File: config.mk
export PLATFORM = sky130hd
export DESIGN_NAME = id_stage
export DESIGN_NICKNAME = d
export VERILOG_FILES = /design/src/design/id_pkg.sv /design/src/design/rvc_expander.sv /design/src/design/instr_decoder.sv /design/src/design/irq_selector.sv /design/src/design/issue_register.sv /design/src/design/id_stage.sv
export SDC_FILE = /design/constraint.sdc
export NUM_CORES = 1
export LEC_CHECK = 0
export BUFFER_PORTS_ARGS = -buffer_cell sky130_fd_sc_hd__buf_2
export CAP_MARGIN = 20
export CORE_UTILIZATION = 45
export DETAILED_ROUTE_END_ITERATION = 12
export GPL_TIMING_DRIVEN = 0
export PLACE_DENSITY = 0.7
export SLEW_MARGIN = 20
export SYNTH_ARGS = -nofsm -noshare
export SYNTH_HDL_FRONTEND = slang
export SYNTH_HIERARCHICAL = 1
export SYNTH_SLANG_ARGS = --single-unit
export TNS_END_PERCENT = 5
File: constraint.sdc
create_clock -name clk_i -period 1.5 [get_ports clk_i]
set_input_delay 0.3 -clock clk_i [delete_from_list [all_inputs] [get_ports clk_i]]
set_output_delay 0.3 -clock clk_i [all_outputs]
set_load 0.05 [all_outputs]
File: src/design/id_pkg.sv
`default_nettype none

package id_pkg;

  // ------------------------------------------------------------------------
  // Fetch and issue entries
  // ------------------------------------------------------------------------

  // Entry handed over by the fetch stage
  typedef struct packed {
    logic [31:0] address;
    logic [31:0] instruction;
    logic        fetch_fault;
  } fetch_entry_t;

  // Functional unit that executes the instruction
  typedef enum logic [1:0] {
    FU_NONE,
    FU_ALU,
    FU_LSU,
    FU_BRANCH
  } fu_e;

  // Operation inside the selected unit
  typedef enum logic [4:0] {
    OP_ADD, OP_SUB, OP_AND, OP_OR, OP_XOR, OP_SLL, OP_SRL, OP_SRA, OP_SLT,
    OP_LW, OP_SW,
    OP_BEQ, OP_BNE, OP_BLT, OP_BGE,
    OP_JAL, OP_JALR, OP_LUI
  } fu_op_e;

  // Decoded entry toward issue, exception info rides along
  typedef struct packed {
    logic [31:0] pc;
    fu_e         fu;
    fu_op_e      op;
    logic [4:0]  rs1;
    logic [4:0]  rs2;
    logic [4:0]  rd;
    logic [31:0] imm;
    logic        use_imm;
    logic        is_compressed;
    logic        ex_valid;
    logic        ex_is_irq;
    logic [3:0]  ex_cause;
  } issue_entry_t;

  // Pending interrupt after masking and priority
  typedef struct packed {
    logic       valid;
    logic [3:0] cause;
  } irq_req_t;

  // ------------------------------------------------------------------------
  // Major opcodes of the RV32I subset
  // ------------------------------------------------------------------------
  typedef enum logic [6:0] {
    OPC_LUI    = 7'b0110111,
    OPC_JAL    = 7'b1101111,
    OPC_JALR   = 7'b1100111,
    OPC_BRANCH = 7'b1100011,
    OPC_LOAD   = 7'b0000011,
    OPC_STORE  = 7'b0100011,
    OPC_OP_IMM = 7'b0010011,
    OPC_OP     = 7'b0110011
  } opcode_e;

  // Exception and interrupt causes
  localparam logic [3:0] CAUSE_FETCH_FAULT = 4'd1;
  localparam logic [3:0] CAUSE_ILLEGAL     = 4'd2;
  localparam logic [3:0] CAUSE_M_TIMER     = 4'd7;
  localparam logic [3:0] CAUSE_M_EXT       = 4'd11;

endpackage

`default_nettype wire

File: src/design/rvc_expander.sv
`timescale 1ns/1ns
`default_nettype none

module rvc_expander #(
  parameter bit RVC = 1'b1
) (
  input  logic [31:0] instr_i,
  output logic [31:0] instr_o,
  output logic        illegal_o,
  output logic        is_compressed_o
);
  import id_pkg::*;

  logic [1:0] quadrant;
  logic [2:0] funct3;
  logic [4:0] rd_full;
  logic [4:0] rs2_full;
  logic [4:0] rs1_prime;

  // Compressed field slices
  assign quadrant  = instr_i[1:0];
  assign funct3    = instr_i[15:13];
  assign rd_full   = instr_i[11:7];
  assign rs2_full  = instr_i[6:2];
  // Three-bit register fields address x8 to x15
  assign rs1_prime = {2'b01, instr_i[9:7]};

  // Any quadrant other than 11 is a 16-bit word
  assign is_compressed_o = (quadrant != 2'b11);

  // ------------------------------------------------------------------------
  // Expansion into base encodings
  // ------------------------------------------------------------------------
  always_comb begin
    instr_o   = instr_i;
    illegal_o = 1'b0;
    if (is_compressed_o) begin
      // Illegal unless one of the supported forms matches below
      illegal_o = 1'b1;
      if (RVC) begin
        case ({quadrant, funct3})
          // C.ADDI and C.NOP -> addi rd, rd, imm
          5'b01_000: begin
            instr_o   = {{6{instr_i[12]}}, instr_i[12], instr_i[6:2], rd_full, 3'b000,
                         rd_full, OPC_OP_IMM};
            illegal_o = 1'b0;
          end
          // C.LI -> addi rd, x0, imm
          5'b01_010: begin
            instr_o   = {{6{instr_i[12]}}, instr_i[12], instr_i[6:2], 5'd0, 3'b000,
                         rd_full, OPC_OP_IMM};
            illegal_o = 1'b0;
          end
          // C.J -> jal x0, offset
          5'b01_101: begin
            instr_o   = {instr_i[12], instr_i[8], instr_i[10:9], instr_i[6], instr_i[7],
                         instr_i[2], instr_i[11], instr_i[5:3], instr_i[12],
                         {8{instr_i[12]}}, 5'd0, OPC_JAL};
            illegal_o = 1'b0;
          end
          // C.BEQZ -> beq rs1', x0, offset
          5'b01_110: begin
            instr_o   = {instr_i[12], {3{instr_i[12]}}, instr_i[6:5], instr_i[2], 5'd0,
                         rs1_prime, 3'b000, instr_i[11:10], instr_i[4:3], instr_i[12],
                         OPC_BRANCH};
            illegal_o = 1'b0;
          end
          // C.MV and C.ADD; rs2 of zero would be C.JR or C.JALR
          5'b10_100: begin
            if (rs2_full != 5'd0) begin
              if (instr_i[12]) begin
                instr_o = {7'b0, rs2_full, rd_full, 3'b000, rd_full, OPC_OP};
              end else begin
                instr_o = {7'b0, rs2_full, 5'd0, 3'b000, rd_full, OPC_OP};
              end
              illegal_o = 1'b0;
            end
          end
          default: ;
        endcase
      end
    end
  end

  // A full-width word is never flagged here
  always_comb begin
    assert (!(illegal_o && !is_compressed_o))
      else $error("rvc_expander: illegal flag on 32-bit word %h", instr_i);
  end

endmodule

`default_nettype wire

File: src/design/instr_decoder.sv
`timescale 1ns/1ns
`default_nettype none

module instr_decoder (
  input  logic [31:0]          instr_i,
  input  logic [31:0]          pc_i,
  input  logic                 is_compressed_i,
  input  logic                 illegal_i,
  input  logic                 fetch_fault_i,
  output id_pkg::issue_entry_t entry_o
);
  import id_pkg::*;

  // Immediate format of the current word
  typedef enum logic [2:0] {
    IMM_NONE, IMM_I, IMM_S, IMM_B, IMM_U, IMM_J
  } imm_sel_e;

  logic [6:0]  opcode;
  logic [2:0]  funct3;
  logic [6:0]  funct7;
  logic [31:0] imm_i_type;
  logic [31:0] imm_s_type;
  logic [31:0] imm_b_type;
  logic [31:0] imm_u_type;
  logic [31:0] imm_j_type;
  imm_sel_e    imm_sel;
  logic        legal;

  assign opcode = instr_i[6:0];
  assign funct3 = instr_i[14:12];
  assign funct7 = instr_i[31:25];

  // ------------------------------------------------------------------------
  // Immediates, all sign extended from bit 31
  // ------------------------------------------------------------------------
  assign imm_i_type = {{20{instr_i[31]}}, instr_i[31:20]};
  assign imm_s_type = {{20{instr_i[31]}}, instr_i[31:25], instr_i[11:7]};
  assign imm_b_type = {{19{instr_i[31]}}, instr_i[31], instr_i[7], instr_i[30:25],
                       instr_i[11:8], 1'b0};
  assign imm_u_type = {instr_i[31:12], 12'b0};
  assign imm_j_type = {{11{instr_i[31]}}, instr_i[31], instr_i[19:12], instr_i[20],
                       instr_i[30:21], 1'b0};

  always_comb begin
    entry_o               = '0;
    entry_o.pc            = pc_i;
    entry_o.is_compressed = is_compressed_i;
    imm_sel               = IMM_NONE;
    legal                 = 1'b0;

    case (opcode)
      OPC_LUI: begin
        legal = 1'b1; entry_o.fu = FU_ALU; entry_o.op = OP_LUI;
        entry_o.rd = instr_i[11:7]; entry_o.use_imm = 1'b1; imm_sel = IMM_U;
      end
      OPC_JAL: begin
        legal = 1'b1; entry_o.fu = FU_BRANCH; entry_o.op = OP_JAL;
        entry_o.rd = instr_i[11:7]; entry_o.use_imm = 1'b1; imm_sel = IMM_J;
      end
      OPC_JALR: begin
        legal = (funct3 == 3'b000); entry_o.fu = FU_BRANCH; entry_o.op = OP_JALR;
        entry_o.rd = instr_i[11:7]; entry_o.rs1 = instr_i[19:15];
        entry_o.use_imm = 1'b1; imm_sel = IMM_I;
      end
      // Compare rs1 with rs2, the offset only feeds the target adder
      OPC_BRANCH: begin
        legal = 1'b1; entry_o.fu = FU_BRANCH; imm_sel = IMM_B;
        entry_o.rs1 = instr_i[19:15]; entry_o.rs2 = instr_i[24:20];
        case (funct3)
          3'b000:  entry_o.op = OP_BEQ;
          3'b001:  entry_o.op = OP_BNE;
          3'b100:  entry_o.op = OP_BLT;
          3'b101:  entry_o.op = OP_BGE;
          default: legal = 1'b0;
        endcase
      end
      OPC_LOAD: begin
        legal = (funct3 == 3'b010); entry_o.fu = FU_LSU; entry_o.op = OP_LW;
        entry_o.rd = instr_i[11:7]; entry_o.rs1 = instr_i[19:15];
        entry_o.use_imm = 1'b1; imm_sel = IMM_I;
      end
      OPC_STORE: begin
        legal = (funct3 == 3'b010); entry_o.fu = FU_LSU; entry_o.op = OP_SW;
        entry_o.rs1 = instr_i[19:15]; entry_o.rs2 = instr_i[24:20];
        entry_o.use_imm = 1'b1; imm_sel = IMM_S;
      end
      OPC_OP_IMM: begin
        legal = 1'b1; entry_o.fu = FU_ALU; imm_sel = IMM_I; entry_o.use_imm = 1'b1;
        entry_o.rd = instr_i[11:7]; entry_o.rs1 = instr_i[19:15];
        case (funct3)
          3'b000:  entry_o.op = OP_ADD;
          3'b010:  entry_o.op = OP_SLT;
          3'b100:  entry_o.op = OP_XOR;
          3'b110:  entry_o.op = OP_OR;
          3'b111:  entry_o.op = OP_AND;
          3'b001: begin
            entry_o.op = OP_SLL;
            legal      = (funct7 == 7'b0);
          end
          // Bit 30 picks arithmetic shift
          3'b101: begin
            entry_o.op = funct7[5] ? OP_SRA : OP_SRL;
            legal      = ({funct7[6], funct7[4:0]} == 6'b0);
          end
          default: legal = 1'b0;
        endcase
      end
      OPC_OP: begin
        legal = 1'b1; entry_o.fu = FU_ALU;
        entry_o.rd = instr_i[11:7]; entry_o.rs1 = instr_i[19:15];
        entry_o.rs2 = instr_i[24:20];
        case ({funct7, funct3})
          10'b0000000_000: entry_o.op = OP_ADD;
          10'b0100000_000: entry_o.op = OP_SUB;
          10'b0000000_111: entry_o.op = OP_AND;
          10'b0000000_110: entry_o.op = OP_OR;
          10'b0000000_100: entry_o.op = OP_XOR;
          10'b0000000_001: entry_o.op = OP_SLL;
          10'b0000000_101: entry_o.op = OP_SRL;
          10'b0100000_101: entry_o.op = OP_SRA;
          10'b0000000_010: entry_o.op = OP_SLT;
          default:         legal = 1'b0;
        endcase
      end
      default: legal = 1'b0;
    endcase

    case (imm_sel)
      IMM_I:   entry_o.imm = imm_i_type;
      IMM_S:   entry_o.imm = imm_s_type;
      IMM_B:   entry_o.imm = imm_b_type;
      IMM_U:   entry_o.imm = imm_u_type;
      IMM_J:   entry_o.imm = imm_j_type;
      default: entry_o.imm = '0;
    endcase

    // Faulting entries keep only pc and format, fetch fault wins
    if (fetch_fault_i || illegal_i || !legal) begin
      entry_o.fu       = FU_NONE;
      entry_o.op       = OP_ADD;
      entry_o.rs1      = '0;
      entry_o.rs2      = '0;
      entry_o.rd       = '0;
      entry_o.imm      = '0;
      entry_o.use_imm  = 1'b0;
      entry_o.ex_valid = 1'b1;
      entry_o.ex_cause = fetch_fault_i ? CAUSE_FETCH_FAULT : CAUSE_ILLEGAL;
    end
  end

  // Issue relies on a cause whenever the exception flag is up
  always_comb begin
    if (entry_o.ex_valid) begin
      assert (entry_o.ex_cause != 4'd0)
        else $error("instr_decoder: exception without cause at pc %h", pc_i);
    end
  end

endmodule

`default_nettype wire

File: src/design/irq_selector.sv
`timescale 1ns/1ns
`default_nettype none

module irq_selector (
  input  logic [1:0]       irq_i,
  input  logic             irq_en_i,
  output id_pkg::irq_req_t irq_o
);
  import id_pkg::*;

  // Bit 0 machine timer, bit 1 machine external
  logic [1:0] irq_masked;

  // Global enable from the CSR side gates every line
  assign irq_masked = irq_i & {2{irq_en_i}};

  // ------------------------------------------------------------------------
  // Fixed priority, external over timer
  // ------------------------------------------------------------------------
  always_comb begin
    irq_o = '0;
    if (irq_masked[1]) begin
      irq_o.valid = 1'b1;
      irq_o.cause = CAUSE_M_EXT;
    end else if (irq_masked[0]) begin
      irq_o.valid = 1'b1;
      irq_o.cause = CAUSE_M_TIMER;
    end
  end

endmodule

`default_nettype wire

File: src/design/issue_register.sv
`timescale 1ns/1ns
`default_nettype none

module issue_register (
  input  logic                 clk_i,
  input  logic                 rst_ni,
  input  id_pkg::issue_entry_t decoded_i,
  input  id_pkg::irq_req_t     irq_i,
  input  logic                 fetch_valid_i,
  output logic                 fetch_ready_o,
  input  logic                 issue_ack_i,
  input  logic                 flush_i,
  output id_pkg::issue_entry_t issue_entry_o,
  output logic                 issue_valid_o
);
  import id_pkg::*;

  // Single slot between decode and issue
  typedef struct packed {
    logic         valid;
    issue_entry_t entry;
  } issue_slot_t;

  issue_slot_t  slot_d;
  issue_slot_t  slot_q;
  issue_entry_t merged;

  // Pending interrupt rides on the accepted entry
  always_comb begin
    merged = decoded_i;
    if (irq_i.valid) begin
      merged.ex_valid  = 1'b1;
      merged.ex_is_irq = 1'b1;
      merged.ex_cause  = irq_i.cause;
    end
  end

  // ------------------------------------------------------------------------
  // Next state
  // ------------------------------------------------------------------------
  always_comb begin
    slot_d        = slot_q;
    fetch_ready_o = 1'b0;
    // Issue took the entry
    if (issue_ack_i) slot_d.valid = 1'b0;
    // Room now or freed by the ack this cycle
    if ((!slot_q.valid || issue_ack_i) && fetch_valid_i) begin
      fetch_ready_o = 1'b1;
      slot_d        = '{valid: 1'b1, entry: merged};
    end
    // Flush drops whatever would be held
    if (flush_i) slot_d.valid = 1'b0;
  end

  always_ff @(posedge clk_i or negedge rst_ni) begin
    if (!rst_ni) begin
      slot_q <= '0;
    end else begin
      slot_q <= slot_d;
    end
  end

  assign issue_entry_o = slot_q.entry;
  assign issue_valid_o = slot_q.valid;

  // Issue only acknowledges what it was offered
  ack_while_valid: assert property (@(posedge clk_i) disable iff (!rst_ni)
    issue_ack_i |-> slot_q.valid)
    else $error("issue_register: ack without valid entry");

  // Held entry must not move while issue stalls
  hold_under_stall: assert property (@(posedge clk_i) disable iff (!rst_ni)
    slot_q.valid && !issue_ack_i |=> $stable(issue_entry_o))
    else $error("issue_register: entry changed under back-pressure");

endmodule

`default_nettype wire

File: src/design/id_stage.sv
`timescale 1ns/1ns
`default_nettype none

module id_stage #(
  parameter bit RVC = 1'b1
) (
  input  logic                 clk_i,
  input  logic                 rst_ni,
  input  logic                 flush_i,
  input  id_pkg::fetch_entry_t fetch_entry_i,
  input  logic                 fetch_valid_i,
  output logic                 fetch_ready_o,
  output id_pkg::issue_entry_t issue_entry_o,
  output logic                 issue_valid_o,
  input  logic                 issue_ack_i,
  input  logic [1:0]           irq_i,
  input  logic                 irq_en_i
);
  import id_pkg::*;

  logic [31:0]  instr_expanded;
  logic         rvc_illegal;
  logic         is_compressed;
  issue_entry_t decoded;
  irq_req_t     irq;

  // ------------------------------------------------------------------------
  // Instruction path, expand then decode
  // ------------------------------------------------------------------------
  rvc_expander #(
    .RVC (RVC)
  ) rvc_expander_i (
    .instr_i         (fetch_entry_i.instruction),
    .instr_o         (instr_expanded),
    .illegal_o       (rvc_illegal),
    .is_compressed_o (is_compressed)
  );

  instr_decoder instr_decoder_i (
    .instr_i         (instr_expanded),
    .pc_i            (fetch_entry_i.address),
    .is_compressed_i (is_compressed),
    .illegal_i       (rvc_illegal),
    .fetch_fault_i   (fetch_entry_i.fetch_fault),
    .entry_o         (decoded)
  );

  // Interrupt path alongside
  irq_selector irq_selector_i (
    .irq_i    (irq_i),
    .irq_en_i (irq_en_i),
    .irq_o    (irq)
  );

  // ------------------------------------------------------------------------
  // Register toward issue
  // ------------------------------------------------------------------------
  issue_register issue_register_i (
    .clk_i         (clk_i),
    .rst_ni        (rst_ni),
    .decoded_i     (decoded),
    .irq_i         (irq),
    .fetch_valid_i (fetch_valid_i),
    .fetch_ready_o (fetch_ready_o),
    .issue_ack_i   (issue_ack_i),
    .flush_i       (flush_i),
    .issue_entry_o (issue_entry_o),
    .issue_valid_o (issue_valid_o)
  );

endmodule

`default_nettype wire

# After elaboration in Yosys (flattened, before gate mapping)
# Index checks and enable logic that the tools add are counted.
dict set report word_totals {
  regBits 95
  out_inout_bits 96
  elab_cells 103
}
dict set report op_classes {
  n_eq_ne 33
  mux 33
  n_bitwise 1
  n_reduce_logical 23
}
# op n
set ops {}
lappend ops {{$pmux 32 s5} 2}
lappend ops {{$mux 95} 1}
lappend ops {{$mux 32} 2}
lappend ops {{$pmux 7 s8} 1}
lappend ops {{$mux 55} 1}
lappend ops {{$eq 10x3->1 const B} 4}
lappend ops {{$pmux 4 s8} 1}
lappend ops {{$pmux 5 s6} 1}
lappend ops {{$mux 5} 5}
lappend ops {{$eq 7x6->1 const B} 3}
lappend ops {{$eq 7x7->1 const B} 3}
lappend ops {{$eq 10x9->1 const B} 2}
lappend ops {{$eq 5x4->1 const B} 4}
lappend ops {{$mux 20} 1}
lappend ops {{$eq 3x3->1 const B} 6}
lappend ops {{$reduce_or 6->1} 3}
lappend ops {{$pmux 4 s4} 1}
lappend ops {{$pmux 3 s5} 1}
lappend ops {{$eq 10x1->1 const B} 1}
lappend ops {{$eq 10x2->1 const B} 1}
lappend ops {{$logic_not 10->1} 1}
lappend ops {{$mux 1} 10}
lappend ops {{$eq 3x2->1 const B} 3}
lappend ops {{$reduce_or 9->1} 1}
lappend ops {{24 further kinds} 31}

# Longest topological paths before layout
dict set report logic_depth {
  depth_word 14
  ltp_mapped 16
  mapped_depth_nobuf 11
}

# Modules after synthesis
# Netlist, hierarchy kept.
# mod instances cells_per_inst area_each_um2 seq_area_each_um2
set by_module_without_submodules {}
lappend by_module_without_submodules {issue_register 1 218 3579.7 2377.3}
lappend by_module_without_submodules {instr_decoder 1 244 1517.7 0.0}
lappend by_module_without_submodules {rvc_expander 1 143 944.7 0.0}
lappend by_module_without_submodules {irq_selector 1 5 38.8 0.0}

# Worst setup path before layout
# No wires, ideal clock.
dict set report synth_path {
  path_type {input to register}
  startpoint {input port fetch_entry_i[15] (netlist name)}
  endpoint {register issue_register_i.slot_q (netlist bit issue_register_i/issue_entry_o[40])}
  setup_ns 0.125
  arrival_time_ns 2.943
  slack_ns -1.567
  cell_stages 15
  n_path_buf 5
  cell_sequence {and2b_1 -> buf_6 -> and3_4 -> buf_6 -> nor3_4 -> buf_6 -> a21o_1 -> clkbuf_1 -> nor2_1 -> a31oi_1 -> o32ai_4 -> or2_1 -> buf_2 -> and4_1 -> mux2_2}
}
# item line_no
set synth_lines {}
lappend synth_lines {{from (decl)} id_stage.sv:10} ;# input id_pkg::fetch_entry_t fetch_entry_i,
lappend synth_lines {{to (signal assigned)} issue_register.sv:59} ;# slot_q <= slot_d;
lappend synth_lines {{to (decl)} issue_register.sv:25} ;# issue_slot_t slot_q;

==> results.sh <==
export IMPL_setup_tns_ns=-76.11
export IMPL_slew_viol_final=0
export IMPL_power_density_mw_per_mm2=876
export IMPL_die_w_um=118
export IMPL_p_leak_nw=3.82
export IMPL_min_period_ns=2.90
export IMPL_clkSlewWorstSetupHoldPaths_ns=0.06
export IMPL_grt_max_degree=51
export IMPL_rows=42
export IMPL_crit_type="in2reg"
export IMPL_vias=5742
export IMPL_syn_area_mm2=0.00608
export IMPL_final_setup_viol_count=58
export IMPL_setup_slack_ns=-1.40
export IMPL_crit_required_ns=1.72
export IMPL_start_util_pct=46.1
export IMPL_critPathMaxFanout=10
export IMPL_arrival_ns=3.13
export IMPL_grt_pass1_wl_um=29400
export IMPL_ys_warn_count=6
export IMPL_drv_cap=0
export IMPL_async_flop_share_pct=100
export IMPL_ys_ff_latch=95
export IMPL_final_cells=972
export IMPL_die_h_um=118
export IMPL_syn_avg_cell_area_um2=9.97
export IMPL_synth_seq_area_share_pct=39.1
export IMPL_cts_inserted_buffers=9
export IMPL_endpoint_kind="flip-flop"
export IMPL_hp_class="in2reg"
export IMPL_vias_per_cell=5.91
export IMPL_drt_pass1_iterations=5
export IMPL_coreArea_mm2=0.0132
export IMPL_h_tree_depth=3
export IMPL_final_nets=864
export IMPL_drcViolationCount=0
export IMPL_clk_latency_ns=0.34
export IMPL_cts_root_buf="clkbuf_16"
export IMPL_tritoncts="built"
export IMPL_syn_instance_count=610
export IMPL_synth_top_flop_cell="dfrtp_1"
export IMPL_antenna_found_initial=0
export IMPL_syn2layout_area_growth_pct=33.8
export IMPL_grt_pass1_vias=5620
export IMPL_num_io_pins=169
export IMPL_port_buffers=134
export IMPL_drive_gt1_share_pct=52.5
export IMPL_wl_per_cell_um=19.4
export IMPL_clock_skew_ns=0.00653
export IMPL_peakVddDrop_mv=0.510
export IMPL_grt_overflow_total=0
export IMPL_fmax_mhz=344
export IMPL_hold_viol_final=0
export IMPL_synth_distinct_cells=77
export IMPL_rsz0062_at_grt="true"
export IMPL_whs_ns=0.107
export IMPL_dpl_hpwl_um=13200
export IMPL_outcome="finished, violations left"
export IMPL_gp_congestion=0.936
export IMPL_drt_iter0_drc=587
export IMPL_nFillCells=1117
export IMPL_min_period_over_period_pct=194
export IMPL_n_antenna_cell=0
export IMPL_synth_edff_count=0
export IMPL_wl_um=18800
export IMPL_cp_start_kind="primary input"
export IMPL_fp_dieArea_mm2=0.0140
export IMPL_dp_cells=923
export IMPL_slew_headroom_pct=57.3
export IMPL_clock_path_buffers=2
export IMPL_ant_nets=0
export IMPL_worst_pin_slew_ns=0.635
export IMPL_dpl_cell_area_mm2=0.00710
export IMPL_grt_util_all_layers_pct=26.7
export IMPL_design_area_mm2=0.00814
export IMPL_cts_sinks=95
export IMPL_violations="negative setup slack"
[timing repair]
item,CTS,global route
cloned,3,0
setup buffers,23,8
hold buffers,1,0
pin swaps,20,20
resized for setup,78,48
setup endpoints to repair,64,58
endpoints found under the hold margin,9,0
[worst max-delay path, cell delays in order]
cell	delay (ns)
buf_4	0.15
and2b_1	0.17
buf_6	0.14
and3_4	0.19
nor3_4	0.31
buf_6	0.17
a221o_1	0.25
nor4_4	0.08
buf_4	0.15
a21oi_2	0.18
o221ai_4	0.16
or2_4	0.28
buf_6	0.14
and3_1	0.20
mux2_2	0.26
[kinds of logic (layout without fill, tap and decap cells)]
family | count (synthesis) | after routing | synth area share (%)
flip-flops | 95 | 95 | 39.1
AND/OR/NAND/NOR | 169 | 169 | 16.4
other | 1 | 3 | 0.0617
AO/OA/AOI/OAI | 151 | 151 | 17.2
XOR/XNOR | 3 | 3 | 0.432
multiplexers | 93 | 93 | 17.1
buffers and inverters | 97 | 281 | 9.49
adder cells (fa/ha/maj) | 1 | 1 | 0.165
[final timing paths]
path	startpoint	end	slack, ns	cells past startpoint
max reg2reg	issue_register_i/issue_valid_o	issue_register_i/issue_entry_o[9]	0.08	4
min in group asynchronous	rst_ni	issue_register_i/issue_entry_o[77]	0.53	2
max in group asynchronous	rst_ni	issue_register_i/issue_entry_o[2]	0.31	3
min reg2reg	issue_register_i/issue_entry_o[80]	issue_register_i/issue_entry_o[80]	0.49	1
max	fetch_entry_i[16]	issue_register_i/issue_entry_o[39]	-1.40	15
min	flush_i	issue_register_i/issue_valid_o	0.11	2
[cells in the final DEF, fill, tap and decap left out, drive strengths merged, types with 5 or more instances in the layout]
cell,instances
buf,232
dfrtp,95
mux2,89
a21oi,55
nand2,43
clkbuf,30
nor2,24
o21ai,15
and3,14
a31oi,14
nor3,14
inv,13
nand2b,12
a221o,11
and4,10
a22o,7
a211oi,7
and3b,6
o21a,6
nor2b,6
a22oi,5
nand3,5
[cell type report]
type	instances	area, um2	share of cell area [%]
multi-input cells	420	3570	43.8
clock buffers	10	239	2.94
inverters	12	47.5	0.584
repair buffers	170	1000	12.3
plain buffers	83	618	7.59
well taps	176	220	2.71
flip-flops and latches	95	2380	29.2
clock inverters	6	67.6	0.830
[synth_stat cells (4+ instances only)]
cell type	instances	area, um2
inv_1	11	41.3
dfrtp_1	95	2380
mux2i_1	4	40.0
and3_1	13	81.3
nor2b_1	6	37.5
buf_4	39	293
o21a_1	5	37.5
a31oi_1	14	87.6
and4_1	10	87.6
o21ai_0	12	60.1
a21oi_1	55	275
a22oi_1	5	37.5
buf_6	6	67.6
nand3b_1	4	30.0
mux2_2	80	901
or3_1	4	25.0
a22o_1	7	61.3
nand2_1	42	158
buf_2	17	85.1
o31ai_1	4	30.0
mux2_1	9	101
nand2b_1	11	68.8
a211oi_2	4	50.1
nor2_1	24	90.1
a221o_1	11	110
and3b_1	6	52.6
nand3_1	5	25.0
nor3_1	12	60.1
clkbuf_1	22	82.6
[registers in the layout, summed over array words and instances (netlist names)]
signal / count
issue_register_i/issue_valid_o: 1
issue_register_i/issue_entry_o: 94
[report_power, final]
group	total, mW	leakage, nW	switching, mW	internal [mW]
clock network	2.34	0.145	0.993	1.34
logic	2.04	2.45	1.32	0.720
registers	2.75	1.23	0.0595	2.69
total	7.13	3.82	2.38	4.75
[metrics by stage]
| step | utilization [%] | worst slack [ns] | power [mW] |
|---|---|---|---|
| finish | 61.7 | -1.40 | 7.13 |
| CTS | 60.0 | -1.46 | 7.05 |
| global placement | 53.7 | -2.12 | 4.55 |
| detailed placement | 53.8 | -2.13 | 4.59 |
| global route | 61.7 | -1.51 | 7.39 |
| floorplan | - | -1.39 | 4.09 |
[metal layers]
layer  GRT usage [%]  vias to the layer above  routed length, um
met5               0                        -                  0
met4            9.21                        0                442
met3            6.37                       53               1840
met2            44.9                      362               9170
met1            33.4                     2760               7380
li1                -                     2567                  -
Note: power is estimated with default switching activity, not from simulation.
